$ cat src/include/cache_lookup_consts.svh
/*
 * Geometry and buffering constants of the cache lookup path.
 * CACHE_WAYS must be a power of two, since the victim pointers wrap
 * by plain overflow. CACHE_SET_BITS must equal log2 of CACHE_SETS.
 * Changing a value here changes the widths of every packed record.
 */

`ifndef CACHE_LOOKUP_CONSTS_SVH
`define CACHE_LOOKUP_CONSTS_SVH

// ----------------------------------------
// Cache geometry
// ----------------------------------------

// Associativity of the cache
`define CACHE_WAYS 4

// Number of sets and width of the set index
`define CACHE_SETS 16
`define CACHE_SET_BITS 4

// Width of the tag kept in the directory
`define CACHE_TAG_BITS 8

// Number of lookup entries the FIFO can buffer
`define LOOKUP_FIFO_DEPTH 4

`endif

$ cat src/logic/cache_lookup_pkg.sv
/*
 * Types shared by the lookup path. The widths come from the constants
 * header, so that header must be on the include path. The address has
 * no offset field, since no data array is modelled.
 */

`include "cache_lookup_consts.svh"

package cache_lookup_pkg;

    // ----------------------------------------
    // Scalar types
    // ----------------------------------------

    typedef logic [`CACHE_TAG_BITS-1:0] tag_t;
    typedef logic [`CACHE_SET_BITS-1:0] set_t;

    // One bit per way, used for valid bits and hit vectors
    typedef logic [`CACHE_WAYS-1:0] way_vec_t;

    // Binary way index, also the width of a victim pointer
    typedef logic [$clog2(`CACHE_WAYS)-1:0] way_idx_t;

    // ----------------------------------------
    // Records
    // ----------------------------------------

    // Request address, tag in the upper bits
    typedef struct packed {
        tag_t tag;
        set_t set;
    } address_t;

    // Snapshot of one set taken by a lookup, plus the requested address
    typedef struct packed {
        tag_t [`CACHE_WAYS-1:0] tags;
        way_vec_t               valid;
        address_t               addr;
    } lookup_entry_t;

    // Resolved lookup, way is zero on a miss
    typedef struct packed {
        logic     hit;
        way_vec_t way_hit;
        way_idx_t way;
        address_t addr;
    } lookup_result_t;

endpackage

$ cat src/logic/tag_directory.sv
/*
 * Tag and valid directory with a round-robin victim pointer per set.
 * The lookup read takes two register stages: the set is captured at the
 * sampling edge and presented one edge later. A fill in the same cycle
 * as a lookup is not seen by that lookup. Tags have no reset, valid bits
 * and victim pointers do.
 */

`timescale 1ns/1ps

`include "cache_lookup_consts.svh"

module tag_directory (
    input  logic                           clk_i,
    input  logic                           arst_n_i,

    input  logic                           lookup_i,
    input  cache_lookup_pkg::address_t     lookup_addr_i,
    input  logic                           fill_i,
    input  cache_lookup_pkg::address_t     fill_addr_i,

    output logic                           entry_valid_o,
    output cache_lookup_pkg::lookup_entry_t entry_o
);

    // ----------------------------------------
    // Storage
    // ----------------------------------------

    cache_lookup_pkg::tag_t [`CACHE_WAYS-1:0] tag_mem [`CACHE_SETS];
    cache_lookup_pkg::way_vec_t               valid_q [`CACHE_SETS];
    cache_lookup_pkg::way_idx_t               victim_q [`CACHE_SETS];

    // Set and way touched by the current fill
    cache_lookup_pkg::set_t     fill_set;
    cache_lookup_pkg::way_idx_t fill_way;

    // First read stage
    logic                            rd_valid_q;
    cache_lookup_pkg::lookup_entry_t rd_entry_q;

    assign fill_set = fill_addr_i.set;
    assign fill_way = victim_q[fill_set];

    // ----------------------------------------
    // Fill path
    // ----------------------------------------

    // Valid bit and victim pointer of the filled set
    always_ff @(posedge clk_i or negedge arst_n_i) begin : fill_ctrl
        if (!arst_n_i) begin
            for (int s = 0; s < `CACHE_SETS; s++) begin
                valid_q[s]  <= '0;
                victim_q[s] <= '0;
            end
        end else if (fill_i) begin
            valid_q[fill_set][fill_way] <= 1'b1;
            // Wraps back to way 0 after the last way
            victim_q[fill_set] <= fill_way + 1'b1;
        end
    end : fill_ctrl

    // The tag goes into the way the pointer names before it advances
    always_ff @(posedge clk_i) begin : tag_write
        if (fill_i) begin
            tag_mem[fill_set][fill_way] <= fill_addr_i.tag;
        end
    end : tag_write

    // ----------------------------------------
    // Lookup read
    // ----------------------------------------

    always_ff @(posedge clk_i or negedge arst_n_i) begin : read_strobe
        if (!arst_n_i) begin
            rd_valid_q    <= 1'b0;
            entry_valid_o <= 1'b0;
        end else begin
            rd_valid_q    <= lookup_i;
            entry_valid_o <= rd_valid_q;
        end
    end : read_strobe

    // Nonblocking reads return the state before a fill at the same edge
    always_ff @(posedge clk_i) begin : read_data
        if (lookup_i) begin
            rd_entry_q.tags  <= tag_mem[lookup_addr_i.set];
            rd_entry_q.valid <= valid_q[lookup_addr_i.set];
            rd_entry_q.addr  <= lookup_addr_i;
        end
        if (rd_valid_q) begin
            entry_o <= rd_entry_q;
        end
    end : read_data

endmodule : tag_directory

$ cat src/logic/lookup_fifo.sv
/*
 * Circular FIFO with a type parameter for the payload.
 * A push while full is dropped and a pop while empty is ignored.
 * pop_data_o always shows the head, valid only while empty_o is low.
 * DEPTH must be at least 2.
 */

`timescale 1ns/1ps

module lookup_fifo #(
    parameter type payload_t = logic [7:0],
    parameter int  DEPTH     = 4
) (
    input  logic     clk_i,
    input  logic     arst_n_i,

    input  logic     push_i,
    input  payload_t push_data_i,
    input  logic     pop_i,
    output payload_t pop_data_o,

    output logic     full_o,
    output logic     empty_o
);

    localparam int PTR_BITS = $clog2(DEPTH);
    localparam int CNT_BITS = $clog2(DEPTH + 1);

    payload_t mem [DEPTH];

    logic [PTR_BITS-1:0] wr_ptr_q;
    logic [PTR_BITS-1:0] rd_ptr_q;
    logic [CNT_BITS-1:0] count_q;

    // Qualified strobes
    logic do_push;
    logic do_pop;

    assign full_o  = (count_q == CNT_BITS'(DEPTH));
    assign empty_o = (count_q == '0);

    assign do_push = push_i && !full_o;
    assign do_pop  = pop_i && !empty_o;

    // ----------------------------------------
    // Pointers and occupancy
    // ----------------------------------------

    always_ff @(posedge clk_i or negedge arst_n_i) begin : ptr_ctrl
        if (!arst_n_i) begin
            wr_ptr_q <= '0;
            rd_ptr_q <= '0;
            count_q  <= '0;
        end else begin
            if (do_push) begin
                // Explicit wrap so DEPTH need not be a power of two
                wr_ptr_q <= (wr_ptr_q == PTR_BITS'(DEPTH - 1)) ? '0 : wr_ptr_q + 1'b1;
            end
            if (do_pop) begin
                rd_ptr_q <= (rd_ptr_q == PTR_BITS'(DEPTH - 1)) ? '0 : rd_ptr_q + 1'b1;
            end
            // Simultaneous push and pop leaves the count unchanged
            case ({do_push, do_pop})
                2'b10:   count_q <= count_q + 1'b1;
                2'b01:   count_q <= count_q - 1'b1;
                default: count_q <= count_q;
            endcase
        end
    end : ptr_ctrl

    // Storage
    always_ff @(posedge clk_i) begin : mem_write
        if (do_push) begin
            mem[wr_ptr_q] <= push_data_i;
        end
    end : mem_write

    // The head is read straight from the storage registers
    assign pop_data_o = mem[rd_ptr_q];

endmodule : lookup_fifo

$ cat src/logic/data_cache_hit_check.sv
/*
 * Combinational tag compare across all ways of one set.
 * A way hits only if its valid bit is set. With unique tags per set the
 * hit vector is one-hot or zero, duplicates are not filtered here.
 */

`timescale 1ns/1ps

`include "cache_lookup_consts.svh"

module data_cache_hit_check (
    input  cache_lookup_pkg::tag_t [`CACHE_WAYS-1:0] cache_tag_i,
    input  cache_lookup_pkg::way_vec_t               cache_valid_i,
    input  cache_lookup_pkg::tag_t                   address_tag_i,

    output logic                                     hit_o,
    output cache_lookup_pkg::way_vec_t               way_hit_o
);

    cache_lookup_pkg::way_vec_t way_hit;

    // Compare every way in parallel
    always_comb begin : compare
        way_hit = '0;
        for (int w = 0; w < `CACHE_WAYS; w++) begin
            way_hit[w] = (cache_tag_i[w] == address_tag_i) && cache_valid_i[w];
        end
    end : compare

    // Any way matching means a hit
    assign hit_o     = |way_hit;
    assign way_hit_o = way_hit;

endmodule : data_cache_hit_check

$ cat src/logic/lookup_resolver.sv
/*
 * Drains the lookup FIFO and resolves each entry into a result.
 * A pop happens whenever the FIFO holds data and stall_i is low, so at
 * most one result leaves per cycle. The result register has no reset,
 * result_valid_o qualifies it.
 */

`timescale 1ns/1ps

`include "cache_lookup_consts.svh"

module lookup_resolver (
    input  logic                            clk_i,
    input  logic                            arst_n_i,

    input  logic                            stall_i,
    input  logic                            empty_i,
    input  cache_lookup_pkg::lookup_entry_t entry_i,
    output logic                            pop_o,

    output logic                            result_valid_o,
    output cache_lookup_pkg::lookup_result_t result_o
);

    logic                       hit;
    cache_lookup_pkg::way_vec_t way_hit;
    cache_lookup_pkg::way_idx_t way_idx;

    assign pop_o = !empty_i && !stall_i;

    data_cache_hit_check i_hit_check (
        .cache_tag_i   (entry_i.tags),
        .cache_valid_i (entry_i.valid),
        .address_tag_i (entry_i.addr.tag),
        .hit_o         (hit),
        .way_hit_o     (way_hit)
    );

    // One-hot to binary, stays zero on a miss
    always_comb begin : way_encode
        way_idx = '0;
        for (int w = 0; w < `CACHE_WAYS; w++) begin
            if (way_hit[w]) begin
                way_idx = cache_lookup_pkg::way_idx_t'(w);
            end
        end
    end : way_encode

    // ----------------------------------------
    // Result register
    // ----------------------------------------

    always_ff @(posedge clk_i or negedge arst_n_i) begin : result_strobe
        if (!arst_n_i) begin
            result_valid_o <= 1'b0;
        end else begin
            result_valid_o <= pop_o;
        end
    end : result_strobe

    always_ff @(posedge clk_i) begin : result_data
        if (pop_o) begin
            result_o.hit     <= hit;
            result_o.way_hit <= way_hit;
            result_o.way     <= way_idx;
            result_o.addr    <= entry_i.addr;
        end
    end : result_data

endmodule : lookup_resolver

$ cat src/logic/cache_lookup_top.sv
/*
 * Tag lookup path of one cache port: directory, FIFO and resolver.
 * There is no ready towards the requester. A lookup entry that meets a
 * full FIFO is lost and overflow_o pulses in that cycle. stall_i is the
 * only back-pressure on the result side.
 */

`timescale 1ns/1ps

`include "cache_lookup_consts.svh"

module cache_lookup_top (
    input  logic                             clk_i,
    input  logic                             arst_n_i,

    input  logic                             lookup_i,
    input  cache_lookup_pkg::address_t       lookup_addr_i,
    input  logic                             fill_i,
    input  cache_lookup_pkg::address_t       fill_addr_i,
    input  logic                             stall_i,

    output logic                             result_valid_o,
    output cache_lookup_pkg::lookup_result_t result_o,
    output logic                             full_o,
    output logic                             overflow_o
);

    // Directory to FIFO
    logic                            entry_valid;
    cache_lookup_pkg::lookup_entry_t entry;

    // FIFO to resolver
    logic                            pop;
    logic                            empty;
    cache_lookup_pkg::lookup_entry_t head;

    tag_directory i_directory (
        .clk_i         (clk_i),
        .arst_n_i      (arst_n_i),
        .lookup_i      (lookup_i),
        .lookup_addr_i (lookup_addr_i),
        .fill_i        (fill_i),
        .fill_addr_i   (fill_addr_i),
        .entry_valid_o (entry_valid),
        .entry_o       (entry)
    );

    lookup_fifo #(
        .payload_t (cache_lookup_pkg::lookup_entry_t),
        .DEPTH     (`LOOKUP_FIFO_DEPTH)
    ) i_fifo (
        .clk_i       (clk_i),
        .arst_n_i    (arst_n_i),
        .push_i      (entry_valid),
        .push_data_i (entry),
        .pop_i       (pop),
        .pop_data_o  (head),
        .full_o      (full_o),
        .empty_o     (empty)
    );

    lookup_resolver i_resolver (
        .clk_i          (clk_i),
        .arst_n_i       (arst_n_i),
        .stall_i        (stall_i),
        .empty_i        (empty),
        .entry_i        (head),
        .pop_o          (pop),
        .result_valid_o (result_valid_o),
        .result_o       (result_o)
    );

    // A push into a full FIFO is dropped by the FIFO itself
    assign overflow_o = entry_valid && full_o;

endmodule : cache_lookup_top

$ cat config.mk
export PLATFORM = sky130hd
export DESIGN_NAME = cache_lookup_top
export DESIGN_NICKNAME = d
export VERILOG_FILES = /design/src/logic/cache_lookup_pkg.sv /design/src/logic/tag_directory.sv /design/src/logic/lookup_fifo.sv /design/src/logic/data_cache_hit_check.sv /design/src/logic/lookup_resolver.sv /design/src/logic/cache_lookup_top.sv
export VERILOG_INCLUDE_DIRS = /design/src /design/src/include
export SDC_FILE = /design/constraint.sdc
export NUM_CORES = 1
export LEC_CHECK = 0
export CAP_MARGIN = 25
export CORE_MARGIN = 2
export CORE_UTILIZATION = 48
export DETAILED_ROUTE_END_ITERATION = 10
export DONT_BUFFER_PORTS = 1
export HOLD_SLACK_MARGIN = 0.15
export PLACE_DENSITY = 0.62
export SLEW_MARGIN = 25
export SYNTH_ARGS = -nofsm -noshare
export SYNTH_HDL_FRONTEND = slang
export SYNTH_SLANG_ARGS = --single-unit
$ cat constraint.sdc
create_clock -name clk_i -period 3.5 [get_ports clk_i]
set_clock_uncertainty 0.2 [all_clocks]
set_input_delay 0 -clock clk_i [delete_from_list [all_inputs] [get_ports clk_i]]
set_output_delay 0 -clock clk_i [all_outputs]
set_load 0.05 [all_outputs]
==> metrics.csv <==
metric,value,unit
register area share after synthesis,0.779,
RSZ-0062 raised after global routing,no,
most frequent cell on the critical path,dlygate4sd3_1,
first-pass GRT wire length,108000,um
DP Wirelength,40600,um
Root Buffer,clkbuf_16,
Crit path required time,3680,ps
via count,15300,
post-synthesis cell area,35000,sq um
Setup-failing EPs final,0,
IO Pins,51,
class of the worst hold path,in2reg,
Critical-path top delay cell,dlygate4sd3_1,
"flops & latches, synth",925,
total CTS buffers,92,
Clk pwr share,0.346,
largest net degree at the start of global routing,146,
final hold violations,0,
DRC violations left,0,
post-synthesis compound-gate area fraction,0.00297,
H-tree levels,3,
CP cell instances,"dlygate4sd3_1, buf_16, mux4_2, dlygate4sd3_1, mux4_2, dlygate4sd3_1",
post-cts repair resize count,0,
Synth area leader,edfxtp_1,
DIE AREA,75000,sq um
outcome,finished clean,
Reg power frac,0.506,
crit-path leading delay family,buffers and inverters,
die width,274,um
number of flops mapped to enable cells by yosys,819,
worst setup path class,in2reg,
crit path time final,3370,ps
Die Span Y,274,um
Switching Share,0.249,
vias in the first global route,16100,
GR Util All Layers,0.199,
crit end category,register,
synthesized-area fraction occupied by and/or/nand/nor cells,0.0334,
cell-internal power,21.1,mW
mux contribution to synthesized area,0.160,
fin crit share,0.963,
clock tree sinks,925,
Rel. slew slack,0.372,
clock latency on the worst-skew pair,650,ps
Max IR drop VDD,0.559,mV
layout net count,1708,
Detailed Route WL,72200,um
Syn Inst Count,1526,
final slew viol count,0,
antenna-violating nets left,0,
antenna violations before repair,2,
drt pass-1 iters,5,
buffers added on ports,0,
Core ar.,71900,sq um
Placer Congestion,0.770,
placed cell count,2436,
synth warn,0,
DRT iter0 DRCs,1467,
maxcap violations,0,
Worst-path clk slew,60,ps
Non-Filler Instances,2695,
Area Overhead vs Synth,15.0,%
Rows,98,
Crit path buffers/inverters,4,
Synth Area per Inst,22.9,sq um
leakage,13.5,nW
XOR/XNOR Fraction of Synth Area,0.00877,
setup TNS,0,ps
Power Density,699,nW/um^2
combinational power share,0.148,
adder-cell share of the synthesized area,0.00415,
share of cells above drive strength 1,0.291,
Synth Flop Type,edfxtp_1,
"Distinct cells, synth",36,
CP arrival,3550,ps
largest cells by area after synthesis,"edfxtp_1, mux4_2, dfrtp_1",
Max stage delay on crit path,620,ps
starting density of the core,0.487,
Syn Nets,1566,
Vias/cell,5.66,
Max Clk Rate,297,MHz
GRT Residual Overflow,0,
Slew @ Worst Pin,943,ps
main combinational cell family by area after synthesis,multiplexers,
Filler cells,5326,
"Max FO, Critical Path",145,
Startpoint Class,input port,
asr flop ratio synth,0.115,
CTS tree,built,
Routed WL per cell,26.8,um
Synth top area share,0.703,
sw power,7.01,mW
CTS Buffer Depth,3,
[power by group through the flow]
stage	combinational, mW	sequential, mW	clock (mW)
6_report	4.16	14.2	9.72
5_1_grt	4.51	14.4	10.3
4_1_cts	4.26	14.2	9.90
3_5_place_dp	3.80	14.5	0
3_3_place_gp	3.76	14.4	0
2_1_floorplan	3.07	14.2	0
[area by class of cell]
| cell class | count | area, sq um | area share |
|---|---|---|---|
| antenna | 1 | 2.50 | 0.0000622 |
| clock buffer | 126 | 2560 | 0.0637 |
| clock inverter | 44 | 439 | 0.0109 |
| inverter | 13 | 48.8 | 0.00121 |
| multi-input combinational | 519 | 7320 | 0.182 |
| sequential | 925 | 27300 | 0.678 |
| tap | 950 | 1190 | 0.0296 |
| timing repair buffer | 117 | 1390 | 0.0347 |
[logic make-up after synthesis]
family | Yosys count
flip-flops | 925
AND/OR/NAND/NOR | 197
adder cells (fa/ha/maj) | 11
XOR/XNOR | 35
multiplexers | 256
AO/OA/AOI/OAI | 20
buffers and inverters | 82
[cell usage after synthesis, types with 10 or more instances]
cell,instances
a21oi_1,16
and2_1,65
buf_1,10
buf_2,18
clkbuf_1,34
dfrtp_1,106
edfxtp_1,819
ha_1,10
inv_1,12
mux2_2,18
mux4_2,231
nor2_1,34
or2_2,64
xor2_1,34
[flip-flops by register name, indices dropped and copies added, names as in the netlist]
| register | cells |
|---|---|
| i_resolver.result_valid_o | 1 |
| i_directory.tag_mem | 512 |
| i_directory.entry_o | 48 |
| i_fifo.wr_ptr_q | 2 |
| i_directory.rd_valid_q | 1 |
| i_resolver.result_o | 19 |
| i_fifo.count_q | 3 |
| i_fifo.mem | 192 |
| i_fifo.rd_ptr_q | 2 |
| i_directory.rd_entry_q | 48 |
| i_directory.valid_q | 64 |
| i_directory.entry_valid_o | 1 |
| i_directory.victim_q | 32 |
[final timing paths]
check                                     startpoint                           to  slack (ps)  cells past startpoint
max reg2reg                  i_directory.victim_q[0]     i_directory.victim_q[22]         210                      5
min in group asynchronous                   arst_n_i    i_resolver.result_valid_o         330                      3
min                                   fill_addr_i[9]  i_directory.tag_mem[13][21]         180                      2
max in group asynchronous                   arst_n_i       i_directory.valid_q[8]        2200                      3
min reg2reg                i_directory.rd_entry_q[0]       i_directory.entry_o[0]         220                      0
max                                 lookup_addr_i[1]   i_directory.rd_entry_q[15]         130                      6
[worst reg2reg max path: stages (launching register included)]
cell,delay [ps]
dfrtp_1,390
mux4_2,460
mux4_2,560
dlygate4sd3_1,810
a21oi_1,230
dlygate4sd3_1,580
[through the flow]
step	power [mW]	hold WS (ps)	worst slack (ps)	utilization	area, sq um
global placement	18.1	-490	390	0.502	36100
detailed placement	18.3	-490	367	0.502	36100
CTS	28.4	168	169	0.560	40200
global route	29.2	178	85.2	0.560	40200
floorplan	17.3	-496	584	-	35000
finish	28.1	177	131	0.560	40200
[layout by cell type, fill, tap and decap left out, drive strengths merged, types with 18 or more instances in the layout]
| cell type | netlist | final |
|---|---|---|
| mux2 | 18 | 18 |
| edfxtp | 819 | 819 |
| or2 | 64 | 64 |
| dfrtp | 106 | 106 |
| and2 | 65 | 65 |
| dlygate4sd3 | 0 | 74 |
| nor2 | 34 | 34 |
| xor2 | 34 | 34 |
| buf | 35 | 43 |
| mux4 | 238 | 238 |
| clkinv | 1 | 30 |
| clkbuf | 34 | 126 |
[timing repair]
item | in CTS | in global routing
hold buffers | 88 | 0
endpoints found under the hold margin | 1222 | 0
setup buffers | 0 | 0
[layer usage]
metal | share of wire | vias to the layer above | global-route usage
met2 | 0.50 | 484 | 0.326
met4 | 0.021 | 0 | 0.0536
met5 | 0 | - | 0
li1 | - | 6540 | -
met1 | 0.42 | 8133 | 0.277
met3 | 0.059 | 99 | 0.0380
(Power assumes the default switching activity.)
